## src/hw/midi_cfg.svh

```systemverilog
// Build-time constants for the MIDI input receiver
// Included by the RTL and the testbench wherever bit timing,
// the drop counter width or the register reset values are needed

`ifndef MIDI_CFG_SVH
`define MIDI_CFG_SVH

// Serial bit timing in clock cycles, one 10-bit frame is ten of these
`define MIDI_CLKS_PER_BIT 32

// Width of the bit-time counter in the UART receiver
`define MIDI_BIT_CNT_W $clog2(`MIDI_CLKS_PER_BIT)

// Saturating drop counter width
`define MIDI_DROP_CNT_W 8

// Configuration after reset, all channels and system messages accepted
`define MIDI_MASK_RESET 16'hffff
`define MIDI_SYS_EN_RESET 1'b1

`endif

```

## src/hw/midi_pkg.sv

```systemverilog
// Shared types of the MIDI input receiver
// Holds the parsed command encoding, the message record passed from the
// decoder to the filter and the configuration record of the register block

package midi_pkg;

    // ----------------------------------------
    // Parsed command
    // ----------------------------------------
    // System commands start at cmd_sys_time_qf, the filter relies on
    // this ordering to tell channel and system messages apart
    typedef enum logic [4:0] {
        cmd_none           = 5'd0,
        cmd_note_off       = 5'd1,
        cmd_note_on        = 5'd2,
        cmd_aftertouch     = 5'd3,
        cmd_ctrl_change    = 5'd4,
        cmd_prog_change    = 5'd5,
        cmd_ch_pressure    = 5'd6,
        cmd_pitch_bend     = 5'd7,
        cmd_sys_time_qf    = 5'd8,
        cmd_sys_song_pos   = 5'd9,
        cmd_sys_song_sel   = 5'd10,
        cmd_sys_timing_clk = 5'd11,
        cmd_sys_start      = 5'd12,
        cmd_sys_cont       = 5'd13,
        cmd_sys_stop       = 5'd14,
        cmd_sys_reset      = 5'd15
    } midi_cmd_e;

    // ----------------------------------------
    // Parsed message, 23 bits
    // ----------------------------------------
    typedef struct packed {
        midi_cmd_e  cmd;
        logic [3:0] chan_sys;   // channel or system subcode
        logic [6:0] data0;      // zero when not carried
        logic [6:0] data1;      // zero when not carried
    } midi_msg_t;

    // ----------------------------------------
    // Filter configuration, 17 bits
    // ----------------------------------------
    typedef struct packed {
        logic [15:0] chan_mask;  // set bit accepts that channel
        logic        sys_enable;
    } midi_cfg_t;

endpackage

```

## src/hw/midi_uart_rx.sv

```systemverilog
// 8N1 serial byte receiver for the MIDI input line
// Synchronizes the line, confirms the start bit at its middle and samples
// the data bits LSB first; byte_valid or framing_err pulses for one cycle
// after the middle sample of the stop bit

`include "midi_cfg.svh"

module midi_uart_rx (
    input  logic       reset,
    input  logic       clk,
    input  logic       midi_in,
    output logic       byte_valid,
    output logic [7:0] byte_data,
    output logic       framing_err
);

    localparam int cnt_w = `MIDI_BIT_CNT_W;
    localparam logic [cnt_w-1:0] cnt_half = cnt_w'(`MIDI_CLKS_PER_BIT / 2 - 1);
    localparam logic [cnt_w-1:0] cnt_full = cnt_w'(`MIDI_CLKS_PER_BIT - 1);

    typedef enum logic [1:0] {
        st_idle,
        st_start,
        st_data,
        st_stop
    } state_e;

    logic [1:0]       sync_q;
    logic             rx;
    state_e           state;
    logic [cnt_w-1:0] bit_timer;
    logic [2:0]       bit_idx;
    logic [7:0]       shift_q;

    // Two-stage synchronizer, starts at the idle level
    always_ff @(posedge reset or posedge clk) begin
        if (clk) begin
            sync_q <= 2'b11;
        end else begin
            sync_q <= {sync_q[0], midi_in};
        end
    end

    assign rx = sync_q[1];

    // ----------------------------------------
    // Frame FSM
    // ----------------------------------------
    always_ff @(posedge reset or posedge clk) begin
        if (clk) begin
            state       <= st_idle;
            bit_timer   <= '0;
            bit_idx     <= '0;
            byte_valid  <= 1'b0;
            framing_err <= 1'b0;
        end else begin
            byte_valid  <= 1'b0;
            framing_err <= 1'b0;
            case (state)
                st_idle: begin
                    bit_timer <= '0;
                    bit_idx   <= '0;
                    if (!rx) begin
                        state <= st_start;
                    end
                end
                st_start: begin
                    if (bit_timer == cnt_half) begin
                        bit_timer <= '0;
                        // Glitch gone by mid start bit, back to idle
                        state     <= rx ? st_idle : st_data;
                    end else begin
                        bit_timer <= bit_timer + 1'b1;
                    end
                end
                st_data: begin
                    if (bit_timer == cnt_full) begin
                        bit_timer <= '0;
                        bit_idx   <= bit_idx + 1'b1;
                        if (bit_idx == 3'd7) begin
                            state <= st_stop;
                        end
                    end else begin
                        bit_timer <= bit_timer + 1'b1;
                    end
                end
                st_stop: begin
                    if (bit_timer == cnt_full) begin
                        bit_timer   <= '0;
                        state       <= st_idle;
                        byte_valid  <= rx;
                        framing_err <= !rx;
                    end else begin
                        bit_timer <= bit_timer + 1'b1;
                    end
                end
                default: state <= st_idle;
            endcase
        end
    end

    // Data shifts in from the top, LSB arrives first
    always_ff @(posedge reset) begin
        if (state == st_data && bit_timer == cnt_full) begin
            shift_q <= {rx, shift_q[7:1]};
        end
    end

    assign byte_data = shift_q;

endmodule

```

## src/hw/midi_decoder.sv

```systemverilog
// MIDI status and data byte parser
// Takes received bytes and assembles complete messages; midi_rdy pulses
// for one cycle after the last byte of a message, with midi_msg stable
// until the next status byte arrives

module midi_decoder (
    input  logic                reset,
    input  logic                clk,
    input  logic                byte_valid,
    input  logic [7:0]          byte_data,
    output logic                midi_rdy,
    output midi_pkg::midi_msg_t midi_msg
);

    import midi_pkg::*;

    typedef enum logic [2:0] {
        st_wait_cmd,
        st_wait_dts,
        st_wait_dt0,
        st_wait_dt1,
        st_send_msg
    } state_e;

    state_e    state;
    state_e    next_state;
    midi_cmd_e dec_cmd;
    logic [1:0] dec_npar;
    logic      is_status;

    assign is_status = byte_data[7];

    // ----------------------------------------
    // Status byte classification
    // ----------------------------------------
    // cmd_none marks a skipped status code
    always_comb begin
        dec_cmd  = cmd_none;
        dec_npar = 2'd0;
        case (byte_data[6:4])
            3'h0: begin
                dec_cmd  = cmd_note_off;
                dec_npar = 2'd2;
            end
            3'h1: begin
                dec_cmd  = cmd_note_on;
                dec_npar = 2'd2;
            end
            3'h2: begin
                dec_cmd  = cmd_aftertouch;
                dec_npar = 2'd2;
            end
            3'h3: begin
                dec_cmd  = cmd_ctrl_change;
                dec_npar = 2'd2;
            end
            3'h4: begin
                dec_cmd  = cmd_prog_change;
                dec_npar = 2'd1;
            end
            3'h5: begin
                dec_cmd  = cmd_ch_pressure;
                dec_npar = 2'd1;
            end
            3'h6: begin
                dec_cmd  = cmd_pitch_bend;
                dec_npar = 2'd2;
            end
            default: begin
                case (byte_data[3:0])
                    4'h1: begin
                        dec_cmd  = cmd_sys_time_qf;
                        dec_npar = 2'd1;
                    end
                    4'h2: begin
                        dec_cmd  = cmd_sys_song_pos;
                        dec_npar = 2'd2;
                    end
                    4'h3: begin
                        dec_cmd  = cmd_sys_song_sel;
                        dec_npar = 2'd1;
                    end
                    // Real-time messages carry no data
                    4'h8: dec_cmd = cmd_sys_timing_clk;
                    4'ha: dec_cmd = cmd_sys_start;
                    4'hb: dec_cmd = cmd_sys_cont;
                    4'hc: dec_cmd = cmd_sys_stop;
                    4'hf: dec_cmd = cmd_sys_reset;
                    default: dec_cmd = cmd_none;
                endcase
            end
        endcase
    end

    // ----------------------------------------
    // Parser FSM
    // ----------------------------------------
    always_comb begin
        next_state = state;
        case (state)
            st_wait_cmd: begin
                if (byte_valid && is_status && dec_cmd != cmd_none) begin
                    next_state = (dec_npar == 2'd0) ? st_send_msg :
                                 (dec_npar == 2'd1) ? st_wait_dts : st_wait_dt0;
                end
            end
            // A status byte mid-message aborts it
            st_wait_dts: begin
                if (byte_valid) begin
                    next_state = is_status ? st_wait_cmd : st_send_msg;
                end
            end
            st_wait_dt0: begin
                if (byte_valid) begin
                    next_state = is_status ? st_wait_cmd : st_wait_dt1;
                end
            end
            st_wait_dt1: begin
                if (byte_valid) begin
                    next_state = is_status ? st_wait_cmd : st_send_msg;
                end
            end
            default: next_state = st_wait_cmd;
        endcase
    end

    always_ff @(posedge reset or posedge clk) begin
        if (clk) begin
            state <= st_wait_cmd;
        end else begin
            state <= next_state;
        end
    end

    assign midi_rdy = (state == st_send_msg);

    // Message fields load on the byte strobe
    always_ff @(posedge reset) begin
        if (byte_valid) begin
            if (state == st_wait_cmd && is_status && dec_cmd != cmd_none) begin
                midi_msg.cmd      <= dec_cmd;
                midi_msg.chan_sys <= byte_data[3:0];
                midi_msg.data0    <= '0;
                midi_msg.data1    <= '0;
            end else if (!is_status) begin
                if (state == st_wait_dts || state == st_wait_dt0) begin
                    midi_msg.data0 <= byte_data[6:0];
                end else if (state == st_wait_dt1) begin
                    midi_msg.data1 <= byte_data[6:0];
                end
            end
        end
    end

endmodule

```

## src/hw/midi_filter_regs.sv

```systemverilog
// Configuration registers for the MIDI message filter
// Address 0 holds the 16-bit channel mask, address 1 the system enable
// in bit 0 of the write data; writes take effect the next cycle

`include "midi_cfg.svh"

module midi_filter_regs (
    input  logic                reset,
    input  logic                clk,
    input  logic                cfg_wr,
    input  logic                cfg_addr,
    input  logic [15:0]         cfg_wdata,
    output midi_pkg::midi_cfg_t cfg
);

    localparam logic addr_chan_mask = 1'b0;
    localparam logic addr_sys_en    = 1'b1;

    // ----------------------------------------
    // Register writes
    // ----------------------------------------
    always_ff @(posedge reset or posedge clk) begin
        if (clk) begin
            cfg.chan_mask  <= `MIDI_MASK_RESET;
            cfg.sys_enable <= `MIDI_SYS_EN_RESET;
        end else if (cfg_wr) begin
            case (cfg_addr)
                addr_chan_mask: cfg.chan_mask <= cfg_wdata;
                addr_sys_en:    cfg.sys_enable <= cfg_wdata[0];
            endcase
        end
    end

endmodule

```

## src/hw/midi_msg_filter.sv

```systemverilog
// Channel and system message gate
// Passes decoded messages whose channel bit or system enable is set in
// the configuration and counts the rejected ones in a saturating counter;
// msg_valid and drop_count follow midi_rdy by one cycle

`include "midi_cfg.svh"

module midi_msg_filter (
    input  logic                        reset,
    input  logic                        clk,
    input  logic                        midi_rdy,
    input  midi_pkg::midi_msg_t         midi_msg,
    input  midi_pkg::midi_cfg_t         cfg,
    output logic                        msg_valid,
    output midi_pkg::midi_msg_t         msg,
    output logic [`MIDI_DROP_CNT_W-1:0] drop_count
);

    import midi_pkg::*;

    logic is_sys;
    logic accept;

    // Quarter frame and everything after it is a system message
    assign is_sys = (midi_msg.cmd >= cmd_sys_time_qf);
    assign accept = is_sys ? cfg.sys_enable : cfg.chan_mask[midi_msg.chan_sys];

    // ----------------------------------------
    // Strobe and drop counter
    // ----------------------------------------
    always_ff @(posedge reset or posedge clk) begin
        if (clk) begin
            msg_valid  <= 1'b0;
            drop_count <= '0;
        end else begin
            msg_valid <= midi_rdy && accept;
            // Saturates at all ones
            if (midi_rdy && !accept && drop_count != '1) begin
                drop_count <= drop_count + 1'b1;
            end
        end
    end

    always_ff @(posedge reset) begin
        if (midi_rdy && accept) begin
            msg <= midi_msg;
        end
    end

endmodule

```

## src/hw/midi_rx_top.sv

```systemverilog
// MIDI input receiver top level
// Serial line in, filtered one-cycle message strobes out; the channel mask
// and system enable are written through the cfg_* port

`include "midi_cfg.svh"

module midi_rx_top (
    input  logic                        reset,
    input  logic                        clk,
    input  logic                        midi_in,
    input  logic                        cfg_wr,
    input  logic                        cfg_addr,
    input  logic [15:0]                 cfg_wdata,
    output logic                        msg_valid,
    output midi_pkg::midi_msg_t         msg,
    output logic                        framing_err,
    output logic [`MIDI_DROP_CNT_W-1:0] drop_count
);

    import midi_pkg::*;

    logic       byte_valid;
    logic [7:0] byte_data;
    logic       midi_rdy;
    midi_msg_t  dec_msg;
    midi_cfg_t  cfg;

    midi_uart_rx u_uart_rx (
        .reset       (reset),
        .clk         (clk),
        .midi_in     (midi_in),
        .byte_valid  (byte_valid),
        .byte_data   (byte_data),
        .framing_err (framing_err)
    );

    midi_decoder u_decoder (
        .reset      (reset),
        .clk        (clk),
        .byte_valid (byte_valid),
        .byte_data  (byte_data),
        .midi_rdy   (midi_rdy),
        .midi_msg   (dec_msg)
    );

    midi_filter_regs u_filter_regs (
        .reset     (reset),
        .clk       (clk),
        .cfg_wr    (cfg_wr),
        .cfg_addr  (cfg_addr),
        .cfg_wdata (cfg_wdata),
        .cfg       (cfg)
    );

    midi_msg_filter u_msg_filter (
        .reset      (reset),
        .clk        (clk),
        .midi_rdy   (midi_rdy),
        .midi_msg   (dec_msg),
        .cfg        (cfg),
        .msg_valid  (msg_valid),
        .msg        (msg),
        .drop_count (drop_count)
    );

endmodule

```

## config.mk

```make
export PLATFORM = sky130hd
export DESIGN_NAME = midi_rx_top
export DESIGN_NICKNAME = d
export VERILOG_FILES = /design/src/hw/midi_pkg.sv /design/src/hw/midi_uart_rx.sv /design/src/hw/midi_decoder.sv /design/src/hw/midi_filter_regs.sv /design/src/hw/midi_msg_filter.sv /design/src/hw/midi_rx_top.sv
export VERILOG_INCLUDE_DIRS = /design/src /design/src/hw
export SDC_FILE = /design/constraint.sdc
export NUM_CORES = 1
export LEC_CHECK = 0
export ABC_AREA = 1
export BUFFER_PORTS_ARGS = -buffer_cell sky130_fd_sc_hd__buf_2
export CAP_MARGIN = 15
export CORE_MARGIN = 10
export CORE_UTILIZATION = 57
export DETAILED_ROUTE_END_ITERATION = 12
export GPL_TIMING_DRIVEN = 0
export HOLD_SLACK_MARGIN = 0.08
export PLACE_DENSITY = 0.79
export SYNTH_ARGS = -nofsm -noshare
export SYNTH_HDL_FRONTEND = slang
export SYNTH_SLANG_ARGS = --single-unit
```

## constraint.sdc

```tcl
create_clock -name reset -period 3.2 [get_ports reset]
set_input_delay 0.96 -clock reset [delete_from_list [all_inputs] [get_ports reset]]
set_output_delay 0.96 -clock reset [all_outputs]
set_load 0.03 [all_outputs]
```

==> metrics.md <==
| Metric | Value |
|---|---|
| Run status | `finished clean` |
| Launching point of the worst reg2reg path | `u_decoder.midi_msg[14]` |
| Internal power | `between 1.5 and 2 mW` |
| Total Die Area | `about 11000 um^2` |
| Post-Synth Adder-Cell Area | `between 2 and 2.5%` |
| CP top delay family | `flip-flops` |
| Rows | `30` |
| Worst Setup Slack, final | `between 1000 and 1500 ps` |
| Mean instance size in the synthesized netlist | `12.09 um^2` |
| Hold worst-path end | `u_uart_rx.sync_q[1]` |
| Library cell contributing the largest single delay on the critical path | `sky130_fd_sc_hd__dfrtp_1` |
| Leading post-synthesis cells by cell area | `sky130_fd_sc_hd__edfxtp_1, sky130_fd_sc_hd__dfrtp_1, sky130_fd_sc_hd__dfstp_2` |
| Vertical die dimension | `~100 um` |
| CTS tree | `done` |
| Buffers inserted by post-CTS timing repair | `0` |
| Cells after Synth | `between 300 and 400` |
| Starting utilization of the core area | `between 50% and 60%` |
| Total core area | `slightly below 7000 um^2` |
| R2r worst-path depth | `11` |
| Unrepaired setup endpoints after global routing | `false` |
| Switching part of the total | `between 20% and 30%` |
| Pin count of the biggest net entering global routing | `44` |
| Fraction of synthesis flops using an asynchronous set or reset pin | `45.26%` |
| Max-capacitance violation count | `0` |
| Die width | `around 100 um` |
| IO buf count | `52` |
| Met3 routed wirelength | `around 440 um` |
| Uppermost routed layer | `met4` |
| Ant diodes | `0` |
| Complex-gate fraction of the synthesized area | `about 5.3%` |
| Total power | `2.390 mW` |
| Critical path cell sequence | `buf_2` |
| Drt total wl | `~7000 um` |
| Multi-input gate area in the final layout | `between 1000 and 1500 um^2` |
| Worst hold path class | `reg2reg` |
| Power density over the cells | `~500 nW/um^2` |
| Clock network latency to the later pin of the worst-skew pair | `370 ps` |
| Met2 Routed Length | `between 3000 and 4000 um` |
| Maximum single-stage delay on the critical path | `around 470 ps` |
| Number of max-slew violations in the final report | `0` |
| Leakage power total | `2.087 nW` |
| Area share of the largest cell type after synthesis | `roughly two fifths` |
| Final weighted congestion of routability-driven global placement | `0.8452` |
| Switching pwr | `between 0.6 and 0.7 mW` |
| Number of buffers on the longest clock path | `2` |
| Synth Warn # | `0` |
| Worst EP required | `roughly 2200 ps` |
| Worst reg-to-reg setup slack | `roughly 1200 ps` |
| Cells on Worst Hold Path | `0` |
| Synthesized-area fraction occupied by xor and xnor cells | `about 1.7%` |
| Count of H-tree levels built during CTS | `3` |
| Distinct cell type count of the synthesized netlist | `44` |
| Number of antenna violations at the first check in global routing | `0` |
| Setup TNS | `0 ps` |
| Post-route minimum period | `2049 ps` |
| Clk_skew | `approximately 12 ps` |
| Count of hold-fix buffers inserted at cts | `0` |
| Number of clock buffers inserted by TritonCTS | `9` |
| Combinational share of power | `under 10%` |
| Worst Hold Slack | `between 300 and 400 ps` |
| Via density per instance | `between 5 and 6` |
| Post-synthesis instance area | `4050 um^2` |
| Most used cells in the layout excluding fill and tap cells | `sky130_fd_sc_hd__nand2_1, sky130_fd_sc_hd__buf_2, sky130_fd_sc_hd__edfxtp_1` |
| Reg power frac | `roughly three fifths` |
| Leftover overflow at the end of global routing | `0` |
| Arrival time at the worst endpoint | `roughly 1100 ps` |
| Clk root buf | `sky130_fd_sc_hd__clkbuf_8` |
| Detailed Route Iter0 Violations | `roughly 100` |
| Commonest register cell after synthesis | `sky130_fd_sc_hd__edfxtp_1` |
| IO Pins | `54` |
| Detailed-routing iteration count for the pre-antenna-repair pass | `4` |
| Ratio of cells with drive above 1 in the final layout | `around a third` |
| Setup-failing EPs final | `0` |
| Final Core Density | `just under 70%` |
| Number of flops mapped to enable cells by yosys | `52` |
| Clock slew seen by the registers of the worst setup and hold paths | `100 ps` |
| Post-Place Worst Slack | `between 1000 and 1500 ps` |
| Slew at the pin closest to its max-slew limit | `approximately 860 ps` |
| Fillers | `549` |
| Mux contribution to synthesized area | `4.171%` |
| Biggest area consumer among synthesized cells | `sky130_fd_sc_hd__edfxtp_1` |
| Maximum achievable frequency | `roughly 490 MHz` |
| Worst Setup Path Type | `reg2out` |
| Maximum fanout along the worst path | `7` |
| Number of gates resized after CTS | `0` |
| Endpoint of the worst-slack reg-to-reg timing path | `u_msg_filter.msg[14]` |
| WL per Instance | `14.01 um` |
| Kind of capture point of the worst setup path | `output port` |
| Final clock period utilization by the worst path | `between 60 and 70%` |
| Post-layout net count | `~430` |
| Register area | `~2700 um^2` |
| Global-route usage over all layers | `13.77%` |
| Area growth from synthesis to layout | `14.67%` |
| Antenna viol nets, final | `0` |
| Met1 wire length | `2952 um` |
| Dpl hpwl | `between 5000 and 6000 um` |
| Startpoint type of the worst setup path | `register` |
| Most common library cell in the layout ignoring fill and taps | `sky130_fd_sc_hd__nand2_1` |
| Crit path buf inv count | `1` |
| Main combinational cell family by area after synthesis | `simple AND/OR/NAND/NOR gates` |
| Number of remaining DRC errors | `0` |
| Global-route wire length before repair | `~12000 um` |
| Via count of the first global-routing pass | `approximately 2600` |
| Final hold violation count | `0` |
| Number of synthesized register bits | `95` |
| Clk sinks | `95` |
| Startpoint of the tightest hold check path | `u_uart_rx.sync_q[0]` |
| Clock power frac | `32.0%` |
| IR drop worst, VDD | `about 0.28 mV` |
| Slew margin rel. | `a little over two fifths` |
| Synthesized-area fraction occupied by and/or/nand/nor cells | `16.19%` |
| Sequential fraction of the synthesis area | `between 60 and 70%` |
| Syn Nets | `~360` |
| Via count | `2587` |
==> area by class of cell <==
class / instances / share of cell area [%]
Buffer: 3 / 0.5119
Clock buffer: 9 / 2.667
Inverter: 43 / 3.583
Sequential cell: 95 / 57.30
Multi-Input combinational cell: 194 / 25.89
Timing Repair Buffer: 53 / 5.927
Tap cell: 96 / 2.586
Clock inverter: 7 / 1.536
==> kinds of logic after synthesis <==
family | after synthesis
AO/OA/AOI/OAI | 29
XOR/XNOR | 8
adder cells (fa/ha/maj) | 7
buffers and inverters | 46
flip-flops | 95
multiplexers | 15
other | 1
AND/OR/NAND/NOR | 134
==> per-layer routing <==
| metal | track usage (%) | up-vias |
|---|---|---|
| met4 | 7.256 | 0 |
| met2 | 22.61 | 59 |
| li1 | - | 1272 |
| met1 | 16.04 | 1244 |
| met3 | 3.717 | 12 |
| met5 | 0 | - |
==> power groups by stage <==
| stage | Combinational (mW) | Sequential, mW | Clock (mW) |
|---|---|---|---|
| 2_1_floorplan | 0.168 | 1.43 | 0 |
| 3_3_place_gp | 0.203 | 1.44 | 0 |
| 3_5_place_dp | 0.211 | 1.44 | 0 |
| 4_1_cts | 0.212 | 1.42 | 0.781 |
| 5_1_grt | 0.248 | 1.43 | 0.823 |
| 6_report | 0.208 | 1.42 | 0.765 |
==> stage by stage <==
step                cells  cell area (um^2)
detailed placement    484              4449
floorplan             335              4050
CTS                   500              4644
global placement      483              4431
global route          500              4644
finish                500              4644
==> registers in the layout, indices dropped and copies added (netlist names), named ones only <==
register,count
u_decoder.midi_msg,22
u_decoder.state,3
u_filter_regs.cfg,17
u_msg_filter.drop_count,8
u_msg_filter.msg,22
u_msg_filter.msg_valid,1
u_uart_rx.bit_idx,3
u_uart_rx.bit_timer,5
u_uart_rx.byte_data,8
u_uart_rx.byte_valid,1
u_uart_rx.framing_err,1
u_uart_rx.state,1
u_uart_rx.sync_q,2
==> synth_stat cells, drive strengths merged (2+ instances only) <==
master,n
nand3,23
ha,7
mux2,15
buf,3
xnor2,2
dfrtp,24
nand2,68
edfxtp,52
inv,42
o21ai,9
xor2,6
nor2,22
nand4,12
nor3,7
o211ai,2
a22o,2
o22ai,2
a21oi,8
dfstp,19
==> how the worst max path moves through the flow <==
stage,from,endpoint,slack (ps),cells past startpoint
5_1_grt,u_uart_rx.byte_data[1],u_decoder.midi_msg[9],990,7
6_report,u_msg_filter.drop_count[0],drop_count[0],1150,1
2_1_floorplan,u_decoder.midi_msg[14],u_msg_filter.msg[0],610,10
4_1_cts,u_msg_filter.drop_count[0],drop_count[0],1140,1
3_5_place_dp,cfg_addr,u_filter_regs.cfg[4],1120,5
3_3_place_gp,u_decoder.midi_msg[14],u_msg_filter.msg[17],120,10
Power figures use the tool's default switching activity.
